<file path="config.mk">
export PLATFORM = sky130hd
export DESIGN_NAME = id_stage
export DESIGN_NICKNAME = d
export VERILOG_FILES = /design/src/logic/cpu_pkg.sv /design/src/logic/id_stage.sv
export SDC_FILE = /design/constraint.sdc
export NUM_CORES = 1
export LEC_CHECK = 0
export BUFFER_PORTS_ARGS = -buffer_cell sky130_fd_sc_hd__buf_2
export CORE_UTILIZATION = 50
export CTS_CLUSTER_SIZE = 40
export DETAILED_ROUTE_END_ITERATION = 8
export GPL_ROUTABILITY_DRIVEN = 0
export PLACE_DENSITY = 0.7
export SLEW_MARGIN = 20
export SYNTH_ARGS = -nofsm -noshare
export SYNTH_HDL_FRONTEND = slang
export SYNTH_SLANG_ARGS = --single-unit
export TNS_END_PERCENT = 100
</file>
<file path="constraint.sdc">
create_clock -name clk -period 3.9 [get_ports clk]
set_clock_uncertainty 0.15 [all_clocks]
set_input_delay 0.195 -clock clk [delete_from_list [all_inputs] [get_ports clk]]
set_output_delay 0.195 -clock clk [all_outputs]
set_load 0.01 [all_outputs]
</file>
<file path="src/logic/cpu_pkg.sv">
package cpu_pkg;

    // Datapath and register index widths
    localparam int xlen     = 32;
    localparam int reg_aw   = 5;
    localparam int alu_op_w = 3;

    // Major opcodes of the supported subset
    localparam logic [6:0] op_rtype  = 7'b0110011;
    localparam logic [6:0] op_itype  = 7'b0010011;
    localparam logic [6:0] op_load   = 7'b0000011;
    localparam logic [6:0] op_store  = 7'b0100011;
    localparam logic [6:0] op_branch = 7'b1100011;

    // funct3 and funct7 codes
    localparam logic [2:0] f3_add_sub = 3'b000;
    localparam logic [2:0] f3_slt     = 3'b010;
    localparam logic [2:0] f3_or      = 3'b110;
    localparam logic [2:0] f3_and     = 3'b111;
    localparam logic [2:0] f3_beq     = 3'b000;
    localparam logic [6:0] f7_sub     = 7'b0100000;

    typedef enum logic [alu_op_w-1:0] {
        alu_add,
        alu_sub,
        alu_and,
        alu_or,
        alu_slt
    } alu_op_t;

    typedef struct packed {
        logic [6:0]        funct7;
        logic [reg_aw-1:0] rs2;
        logic [reg_aw-1:0] rs1;
        logic [2:0]        funct3;
        logic [reg_aw-1:0] rd;
        logic [6:0]        opcode;
    } r_fmt_t;

    typedef struct packed {
        logic [11:0]       imm;
        logic [reg_aw-1:0] rs1;
        logic [2:0]        funct3;
        logic [reg_aw-1:0] rd;
        logic [6:0]        opcode;
    } i_fmt_t;

    typedef struct packed {
        logic [6:0]        imm_hi;
        logic [reg_aw-1:0] rs2;
        logic [reg_aw-1:0] rs1;
        logic [2:0]        funct3;
        logic [4:0]        imm_lo;
        logic [6:0]        opcode;
    } s_fmt_t;

    // Branch offset bits are scattered, bit 0 is implied zero
    typedef struct packed {
        logic              imm_12;
        logic [5:0]        imm_10_5;
        logic [reg_aw-1:0] rs2;
        logic [reg_aw-1:0] rs1;
        logic [2:0]        funct3;
        logic [3:0]        imm_4_1;
        logic              imm_11;
        logic [6:0]        opcode;
    } b_fmt_t;

    typedef union packed {
        r_fmt_t r_fmt;
        i_fmt_t i_fmt;
        s_fmt_t s_fmt;
        b_fmt_t b_fmt;
    } rv_inst_t;

endpackage

</file>
<file path="src/logic/id_stage.sv">
`timescale 1ns/100ps

module id_stage import cpu_pkg::*; (
    input  logic              clk,
    input  logic              rst,
    input  logic              id_valid,
    input  logic [xlen-1:0]   id_pc,
    input  logic [xlen-1:0]   id_inst,
    input  logic              flush,
    input  logic              wb_valid,
    input  logic [reg_aw-1:0] wb_rd,
    input  logic [xlen-1:0]   wb_data,
    output logic              stall,
    output logic              ex_valid,
    output logic [xlen-1:0]   ex_pc,
    output logic [reg_aw-1:0] ex_rs1,
    output logic [reg_aw-1:0] ex_rs2,
    output logic [reg_aw-1:0] ex_rd,
    output logic [xlen-1:0]   ex_imm,
    output logic [xlen-1:0]   ex_rdata1,
    output logic [xlen-1:0]   ex_rdata2,
    output alu_op_t           ex_alu_op,
    output logic              ex_alu_src_imm,
    output logic              ex_mem_read,
    output logic              ex_mem_write,
    output logic              ex_branch,
    output logic              ex_reg_write
);

    rv_inst_t          inst;
    logic [reg_aw-1:0] rs1;
    logic [reg_aw-1:0] rs2;
    logic [xlen-1:0]   imm;
    logic [xlen-1:0]   rdata1;
    logic [xlen-1:0]   rdata2;
    alu_op_t           alu_op;
    logic              alu_src_imm;
    logic              mem_read;
    logic              mem_write;
    logic              branch;
    logic              reg_write;
    logic [xlen-1:0]   regs [32];

    assign inst = id_inst;
    assign rs1  = inst.r_fmt.rs1;
    assign rs2  = inst.r_fmt.rs2;

    // Sign-extended immediate per format
    always_comb begin
        case (inst.r_fmt.opcode)
            op_itype, op_load: imm = {{20{inst.i_fmt.imm[11]}}, inst.i_fmt.imm};
            op_store: imm = {{20{inst.s_fmt.imm_hi[6]}}, inst.s_fmt.imm_hi, inst.s_fmt.imm_lo};
            op_branch: imm = {{19{inst.b_fmt.imm_12}}, inst.b_fmt.imm_12, inst.b_fmt.imm_11,
                              inst.b_fmt.imm_10_5, inst.b_fmt.imm_4_1, 1'b0};
            default: imm = '0;
        endcase
    end

    always_comb begin
        alu_op      = alu_add;
        alu_src_imm = 1'b0;
        mem_read    = 1'b0;
        mem_write   = 1'b0;
        branch      = 1'b0;
        reg_write   = 1'b0;
        case (inst.r_fmt.opcode)
            op_rtype, op_itype: begin
                reg_write   = 1'b1;
                alu_src_imm = (inst.r_fmt.opcode == op_itype);
                case (inst.r_fmt.funct3)
                    f3_add_sub: begin
                        // funct7 only means sub for register operands
                        if (!alu_src_imm && inst.r_fmt.funct7 == f7_sub) begin
                            alu_op = alu_sub;
                        end
                    end
                    f3_slt:  alu_op = alu_slt;
                    f3_or:   alu_op = alu_or;
                    f3_and:  alu_op = alu_and;
                    default: reg_write = 1'b0;
                endcase
            end
            op_load: begin
                alu_src_imm = 1'b1;
                mem_read    = 1'b1;
                reg_write   = 1'b1;
            end
            op_store: begin
                alu_src_imm = 1'b1;
                mem_write   = 1'b1;
            end
            op_branch: begin
                alu_op = alu_sub;
                branch = (inst.b_fmt.funct3 == f3_beq);
            end
            default: ;
        endcase
    end

    always_ff @(posedge clk) begin
        if (wb_valid && wb_rd != '0) begin
            regs[wb_rd] <= wb_data;
        end
    end

    // Same-cycle writeback bypasses the array
    assign rdata1 = (rs1 == '0) ? '0 : (wb_valid && wb_rd == rs1) ? wb_data : regs[rs1];
    assign rdata2 = (rs2 == '0) ? '0 : (wb_valid && wb_rd == rs2) ? wb_data : regs[rs2];

    // Load in EX feeding the instruction in ID
    assign stall = id_valid && ex_valid && ex_mem_read && ex_rd != '0 &&
                   (ex_rd == rs1 || ex_rd == rs2);

    always_ff @(posedge clk) begin
        if (rst) begin
            ex_valid <= 1'b0;
        end else begin
            ex_valid <= id_valid && !flush && !stall;
        end
    end

    always_ff @(posedge clk) begin
        if (!flush) begin
            ex_pc          <= id_pc;
            ex_rs1         <= rs1;
            ex_rs2         <= rs2;
            ex_rd          <= inst.r_fmt.rd;
            ex_imm         <= imm;
            ex_rdata1      <= rdata1;
            ex_rdata2      <= rdata2;
            ex_alu_op      <= alu_op;
            ex_alu_src_imm <= alu_src_imm;
            ex_mem_read    <= mem_read;
            ex_mem_write   <= mem_write;
            ex_branch      <= branch;
            ex_reg_write   <= reg_write;
        end
    end

    // Fetch keeps the same real instruction in IF/ID across a load-use stall
    assert property (@(posedge clk) disable iff (rst)
        (stall && !flush) |=> (id_valid && $stable(id_inst)));

endmodule

</file>
Word level (Yosys, flattened, before mapping) --
Memory sizes are Yosys's and may differ from the RTL's. A register that Yosys moved wholly into a read port is not among the register bits. Index checks and enable logic that the tools add are counted.
Word-level totals: register bits 88, memory bits (writable) 1024, bits of input ports 106, output and inout bits 153, word-level logic and storage cells 58, memories kept 1
Operators by class: eq/ne operators 11, multiplexer cells 11, reduce and logical (&&, ||, !) cells 23
Memory list:
- regs | words 32, bits a word 32, rd ports 2, clocked after Yosys merged registers in 2, write ports 1, line id_stage.sv:42 | logic [xlen-1:0] regs [32];
Operator list (count):
- 32-bit one-hot mux with 3 select lines | 1
- 7-bit by 6-bit == test with 1-bit output (second input constant) | 3
- 3-bit one-hot mux with 4 select lines | 1
- 5-bit == test | 2
- 5-bit logical NOT | 2
- 5-bit nonzero test | 2
- 1-bit logical AND | 8
- 7-bit by 2-bit == test with 1-bit output (second input constant) | 1
- 7-bit by 5-bit == test with 1-bit output (second input constant) | 1
- 7-bit == test (second input constant) | 1
- 3-bit == test (second input constant) | 2
- 1-bit two-way mux | 6
- 3-bit one-hot mux with 2 select lines | 1
- 2-bit OR reduction | 3
- 1-bit logical NOT | 5
- 1-bit one-hot mux with 2 select lines | 2
- 4-bit OR reduction | 1
- 3-bit by 2-bit == test with 1-bit output (second input constant) | 1
- 3-bit logical NOT | 1
- 1-bit logical OR | 1

Logic depth before layout (Yosys ltp) --
Gate-level depths: netlist of run 1.
depth after elaboration 6, gate-level depth with buffers 8, mapped depth without buffers 5

Worst setup path after synthesis of run 1 --
Ideal clock, no wire load.
path type input -> register, from input flush, to register ex_alu_op[0], enable pin, setup time 484 ps, arrival 2744 ps, data required time 3266 ps, path slack 522 ps, stages on the path 1, buffers on the path 0, cells stage by stage inv_1
RTL lines:
- start, declared | line id_stage.sv:9 | input logic flush,
- end signal, assigned | line id_stage.sv:131 | ex_alu_op <= alu_op;
- end, declared | line id_stage.sv:22 | output alu_op_t ex_alu_op,
No word-level cell between the ends.

Worst setup path after layout of run 1 --
from input id_inst[16], to output stall
Between the ends: longest elaborated chain between the ends 3
RTL lines:
- start, declared | line id_stage.sv:8 | input logic [xlen-1:0] id_inst,
- 5-bit == test | line id_stage.sv:112 | (ex_rd == rs1 || ex_rd == rs2);
- 1-bit logical OR | line id_stage.sv:112
- 1-bit logical AND | line id_stage.sv:111 | assign stall = id_valid && ex_valid && ex_mem_read && ex_rd != '0 &&
- end, declared | line id_stage.sv:13 | output logic stall,
Every way passes these cells.

==> impl_results.md, run 1 <==
* Post-synthesis sequential area ratio at 66.1%
* Startpoint types: input port
* Post-synth EDFFs at 1156
* Port bufs at 258
* Die area at 0.106 mm^2
* Least-Margin Pin Slew at 1120 ps
* Layout cells sized above 1 at 37.0%
* Finished Cell Area at 0.0609 mm^2
* Cts bufs inserted at 115
* Met1 usage at 39.1%
* Top cell type's share of synthesized area at 66.1%
* Sink Count at 1157
* TritonRoute pass-1 iters at 8
* CORE AREA at 0.104 mm^2
* Cell area after placement at 0.0559 mm^2
* FMAX at 328 MHz
* Via count at 30700
* # diodes at 0
* Worst vdd ir at 0.000345 V
* Clock power share at 41.2%
* Critical path endpoint category: primary output
* DRT antenna net count at 0
* HPWL Detailed at 85900 um
* Top post-synthesis cells by area: edfxtp_1 66%, mux4_2 22%, mux2i_1 3.6%
* Status: complete, no violations
* Required time worst endpoint at 3560 ps
* Max-slew headroom at 25.6%
* Final Cycle Share at 78.1%
* Cell-internal power at 21.8 mW
* Global-route wire length before repair at 218000 um
* 1st-iter DRT viols at 3875
* Seq cells post-synth at 1157
* Routed WL per cell at 34.2 um
* Sequential power share at 50.0%
* Max Cap Viol at 0
* Static leakage at 20.1 nW
* Clock-pin slew on the worst setup and hold paths at 60 ps
* Final hold vios at 0
* Placement Setup Slack at 865 ps
* Post-synthesis cell count at 2619
* Setup ws final at 854 ps
* P_sw at 6.45 mW
* CTS tree: built
* Top-level I/O count at 259
* Post-CTS Setup Inserts at 0
* H-tree depth at 3
* Final Util at 58.6%
* Fin nets at 3105
* Final-layout fill cell count at 7360
* Final wirelength at 153000 um
* CP max-delay cell: dlygate4sd3_1
* Die H at 326 um
* CP Data Arrival Time at 2700 ps
* Yosys cell types at 50
* Slew Viols, Final at 0
* Total GRT Usage at 28.7%
* Biggest area consumer among synthesized cells: edfxtp_1
* Synth-to-Final Area Change at 15.9%
* Sw Share at 22.8%
* Pwr Density at 464 mW/mm^2
* Slowest stage delay, CP at 540 ps
* Crit-path leading delay family: buffers and inverters
* Worst hold path class: input port to flip-flop
* Row cnt at 118
* Async set or reset register ratio after synthesis at 0%
* CP max FO at 85
* Top FF cell, synth: edfxtp_1
* Post-route setup TNS at 0 ps
* Worst-case clock buffer depth at 3
* Worst Setup Path Type: input port to primary output
* Yosys warning total at 0
* Synth Cell Area at 0.0525 mm^2
* Cells along the critical path: dlygate4sd3_1 > clkbuf_8 > buf_12 > xor2_1 > nor3_1 > nand3_1 > a21oi_1 > buf_2
* Endpoints failing setup at 0
* Vias per inst at 6.85
* Remaining Overflow, GRT at 0
* Worst-Skew Late Latency at 730 ps
* M3 GR Usage at 6.30%
* Grt peak-use layer: met2
* Vias in the first global route at 31400
* Grt met2 use at 45.8%
* Comb power frac at 8.8%
* Die W at 326 um
* Post-layout min period at 3050 ps
* Root Buffer: clkbuf_16
* Worst path bufs/invs at 4
* Post-route DRC at 0
* Initial Utilization at 50.6%
* Initial antenna violation count at 3
* Largest net degree at the start of global routing at 86
* RSZ-0062 raised after global routing: no
* Syn avg cell area at 20.1 um^2
==> sequential cells by signal (all words and copies together) (netlist names), 3 cells and up <==
| signal | cells |
|---|---|
| ex_alu_op | 3 |
| ex_imm | 13 |
| ex_pc | 32 |
| ex_rs1 | 5 |
| ex_rdata2 | 32 |
| regs | 1024 |
| ex_rd | 5 |
| ex_rs2 | 5 |
| ex_rdata1 | 32 |
==> worst register-to-register path: cells and delay by family (launching register included) <==
kind            cells  cell delay [ps]
simple gates        2              790
compound gates      2              300
buf+inv             1              590
flops               1              490
==> synthesized netlist by cell type, drive strengths merged (2+ instances only) <==
cell type	number
o2111ai	2
a22o	4
o21ai	4
nand3	7
nor2	165
buf	163
nand2	12
o22ai	186
edfxtp	1156
nand4	2
or3	5
mux4	510
a32o	2
nor4	6
nor2b	9
clkbuf	60
or2	3
o31ai	7
nor3	67
inv	7
a31oi	3
nand3b	6
nand2b	6
xor2	8
nor4b	3
mux2i	191
xnor2	12
==> final timing paths <==
| kind | from | to | slack [ps] | cells after the start |
|---|---|---|---|---|
| setup / recovery | id_inst[16] | stall | 850 | 8 |
| hold reg to reg | regs[22][4] | ex_rdata2[4] | 860 | 5 |
| hold / removal | id_pc[6] | ex_pc[6] | 40 | 2 |
| setup reg to reg | ex_rd[2] | ex_valid | 1530 | 5 |
==> routing by layer <==
layer	part of all wire, %	wire length (um)	up-vias
li1	-	-	12000
met1	37	56300	16200
met2	48	73200	2165
met3	12	17900	348
met4	3.6	5570	2
met5	0.0085	13	-
==> stage by stage <==
step | power (mW) | hold WS, ps | cells
after floorplan | 15.9 | 122 | 2650
after global placement | 16.7 | 213 | 4162
after detailed placement | 16.8 | 224 | 4162
after CTS | 28.4 | 7.07 | 4478
after global routing | 28.9 | 42.4 | 4478
final | 28.3 | 40.8 | 4478
==> placed cells by master (no fill, tap or decap), types with 7 or more instances in the layout <==
master	count
nand2_1	10
clkinvlp_4	7
nor2_1	134
mux2i_1	191
nor2b_1	9
buf_4	70
nor2_4	31
clkbuf_16	116
edfxtp_1	1156
nor3_2	37
nand3_1	7
xor2_1	8
mux4_2	510
buf_2	250
conb_1	32
clkinv_2	38
o22ai_1	186
buf_12	29
xnor2_1	12
bufinv_16	20
dlygate4sd3_1	100
clkinv_1	23
nor3_1	30
==> final cells by class <==
type / count / area [um^2] / area share, %
clock inverter: 95 / 1050 / 1.72
clock buffer: 121 / 2920 / 4.80
timing repair buffer: 455 / 3440 / 5.66
inverter: 7 / 31.3 / 0.0514
sequential: 1157 / 34700 / 57.1
tap: 1380 / 1730 / 2.84
multi-input combinational: 1263 / 17000 / 27.9
==> cell families (layout without fill, tap and decap cells) <==
group / after synthesis / in the layout / share of synthesized area, %
other: 1 / 32 / 0.00714
XOR/XNOR: 20 / 20 / 0.333
flip-flops: 1157 / 1157 / 66.1
AO/OA/AOI/OAI: 213 / 213 / 2.63
multiplexers: 702 / 702 / 25.5
buffers and inverters: 230 / 678 / 2.43
AND/OR/NAND/NOR: 296 / 296 / 2.94
==> power groups by stage <==
stage,sequential (mW),clock [mW],combinational (mW)
CTS,14.1,11.7,2.49
floorplan,14.4,0,1.44
global route,14.1,12.1,2.63
global placement,14.4,0,2.35
finish,14.1,11.6,2.50
detailed placement,14.4,0,2.40
==> timing repair <==
action                      CTS  global route
gates resized for setup       0             0
hold buffers                100             0
hold endpoints to repair   1167             0
setup endpoints to repair     0             0
No activity file was read; power rests on OpenSTA's default activity.
==> inputs of run 2 (changes only) <==
clock period = 3 ns   (was 3.9 ns; I/O delays follow)
==> run 2 against run 1 <==
  * Register-to-register slack got worse by 950 ps
  * Worst setup slack lost 350 ps
  * Clock power increased by 24%
  * Critical path depth shrank 4
  * Power rose by 28%
  * Via count is 1.4% higher
  * Die area is the same
  * Design area grew 1.4%
  * Non-clock buffer count up 98
  * Count of clock-buffer cells in the layout is 18 higher
  * Critical endpoint unchanged
  * Largest cell class unchanged
  * Largest power group unchanged
==> impl_results.md, run 2 (synthesized netlist as in run 1, its figures left out) <==
* Via count at 31100 (+1.4%)
* Row cnt at 118 (unchanged)
* FMAX at 401 MHz
* Most common cell after layout, fill and taps aside: edfxtp_1
* Pwr Density at 585 mW/mm^2 (+26%)
* H-tree depth at 3 (unchanged)
* Sink Count at 1157 (unchanged)
* Cts bufs inserted at 117 (+1.7%)
* Vias in the first global route at 31700 (+1.1%)
* Final Cycle Share at 83.1%
* Status: complete, no violations
* Critical path endpoint category: primary output
* Total GRT Usage at 29.1% (+0.39 points)
* Largest register by flop count: regs
* Final Util at 59.5% (+0.85 points)
* Worst r2r path cells at 5 (unchanged)
* DRT antenna net count at 0 (unchanged)
* Fin nets at 3205 (+3.2%)
* Most frequent cells in the layout: 1156 x edfxtp_1, 510 x mux4_2, 250 x buf_2
* Clock-pin slew on the worst setup and hold paths at 60 ps (about the same)
* Vias per inst at 6.79 (-0.85%)
* Max reg flops at 1024 (unchanged)
* Max Cap Viol at 0 (unchanged)
* Root Buffer: clkbuf_16
* Port bufs at 258 (unchanged)
* Required time worst endpoint at 2700 ps (-860 ps)
* CTS tree: built
* RSZ-0062 raised after global routing: no
* Layout cells sized above 1 at 37.1% (+0.14 points)
* CORE AREA at 0.104 mm^2 (unchanged)
* Worst hold path class: input port to flip-flop
* Worst-case clock buffer depth at 3 (unchanged)
* TritonRoute pass-1 iters at 5 (-3)
* Final-layout fill cell count at 7314 (-0.63%)
* Routed WL per cell at 33.7 um (-1.3%)
* Initial antenna violation count at 3 (unchanged)
* Max-slew headroom at 41.9% (+16 points)
* Top-level I/O count at 259 (unchanged)
* Hold WS at 35.3 ps (-5.43 ps)
* Die W at 326 um (unchanged)
* 1st-iter DRT viols at 3962 (+2.2%)
* Worst r2r src: ex_rd[2]
* Post-route setup TNS at 0 ps (unchanged)
* Hold Path Depth at 2 (unchanged)
* Post-layout min period at 2490 ps
* Worst-Skew Late Latency at 720 ps (about the same)
* Reg-to-reg endpoint: ex_valid
* HPWL Detailed at 90200 um (+5.1%)
* R2R setup slack at 580 ps (-950 ps)
* Post-CTS Setup Inserts at 0 (unchanged)
* Finished Cell Area at 0.0617 mm^2 (+1.4%)
* Least-Margin Pin Slew at 872 ps (-244 ps)
* Initial Utilization at 50.6% (unchanged)
* Cell area after placement at 0.0566 mm^2 (+1.3%)
* Hold path endpoint: ex_rd[2]
* Die area at 0.106 mm^2 (unchanged)
* Placement Setup Slack at 412 ps (-453 ps)
* Endpoints failing setup at 0 (unchanged)
* Global-route wire length before repair at 220000 um (+1.2%)
* Synth-to-Final Area Change at 17.5%
* Final wirelength at 154000 um (+0.93%)
* CP max FO at 4 (-95%)
* Slew Viols, Final at 0 (unchanged)
* Worst Setup Path Type: flip-flop to primary output
* Setup ws final at 506 ps (-349 ps)
* Resized Gates After CTS at 0 (unchanged)
* Die H at 326 um (unchanged)
* CP Data Arrival Time at 2190 ps (-510 ps)
* Post-route DRC at 0 (unchanged)
* Remaining Overflow, GRT at 0 (unchanged)
* Final hold vios at 0 (unchanged)
* Static leakage at 20.5 nW (+2.1%)
* Worst vdd ir at 0.000480 V (+39%)
* Largest net degree at the start of global routing at 79 (-8.1%)
* Min-Delay Startpoint: id_inst[9]
* Startpoint types: flip-flop
-- run 2: cell type report --
type	count	area [um^2]	share of cell area, %
Sequential cell	1157	34700	56.3
Multi-Input combinational cell	1263	17000	27.5
Timing Repair Buffer	553	4540	7.35
Clock buffer	139	3010	4.88
Tap cell	1380	1730	2.80
Clock inverter	78	741	1.20
Inverter	7	30.0	0.0486
Antenna cell	3	7.51	0.0122
-- run 2: repair_timing --
item                                     CTS  global route
endpoints found under the hold margin   1148             0
endpoints found under the setup margin     0             0
hold buffers                             134             0
-- run 2: critical path, cell delays in order, from the launching register on --
cell and delay [ps]:
edfxtp_1 490, or4_1 560, o2111ai_1 190, a21oi_1 80, buf_2 150
-- run 2: worst max path at each step --
stage                           start       endpoint  slack, ps  cells after the start
after floorplan              wb_rd[4]    regs[20][0]       -100                      6
after global placement    id_inst[15]  ex_rdata1[22]        400                      8
after detailed placement  id_inst[15]  ex_rdata1[22]        410                      8
after CTS                    ex_rd[2]          stall        490                      4
after global routing      id_inst[16]          stall        340                      8
final                        ex_rd[2]          stall        510                      4
-- run 2: power by group --
part,internal (mW),switching (mW),total [mW]
sequential,18.2,0.178,18.4
combinational,1.48,1.88,3.35
clock,8.18,6.23,14.4
-- run 2: metrics by stage --
stage,instances,power [mW]
floorplan,2650,20.6
global placement,4226,21.8
detailed placement,4226,21.9
CTS,4577,36.3
global route,4577,37.1
finish,4580,36.1
-- run 2: layer usage --
layer	vias to the layer above	GRT usage (%)	share of wire, %
met5	-	0	0
met4	0	10.3	3.6
met3	341	6.36	12
met2	2143	46.6	48
met1	16400	39.6	37
li1	12200	-	-
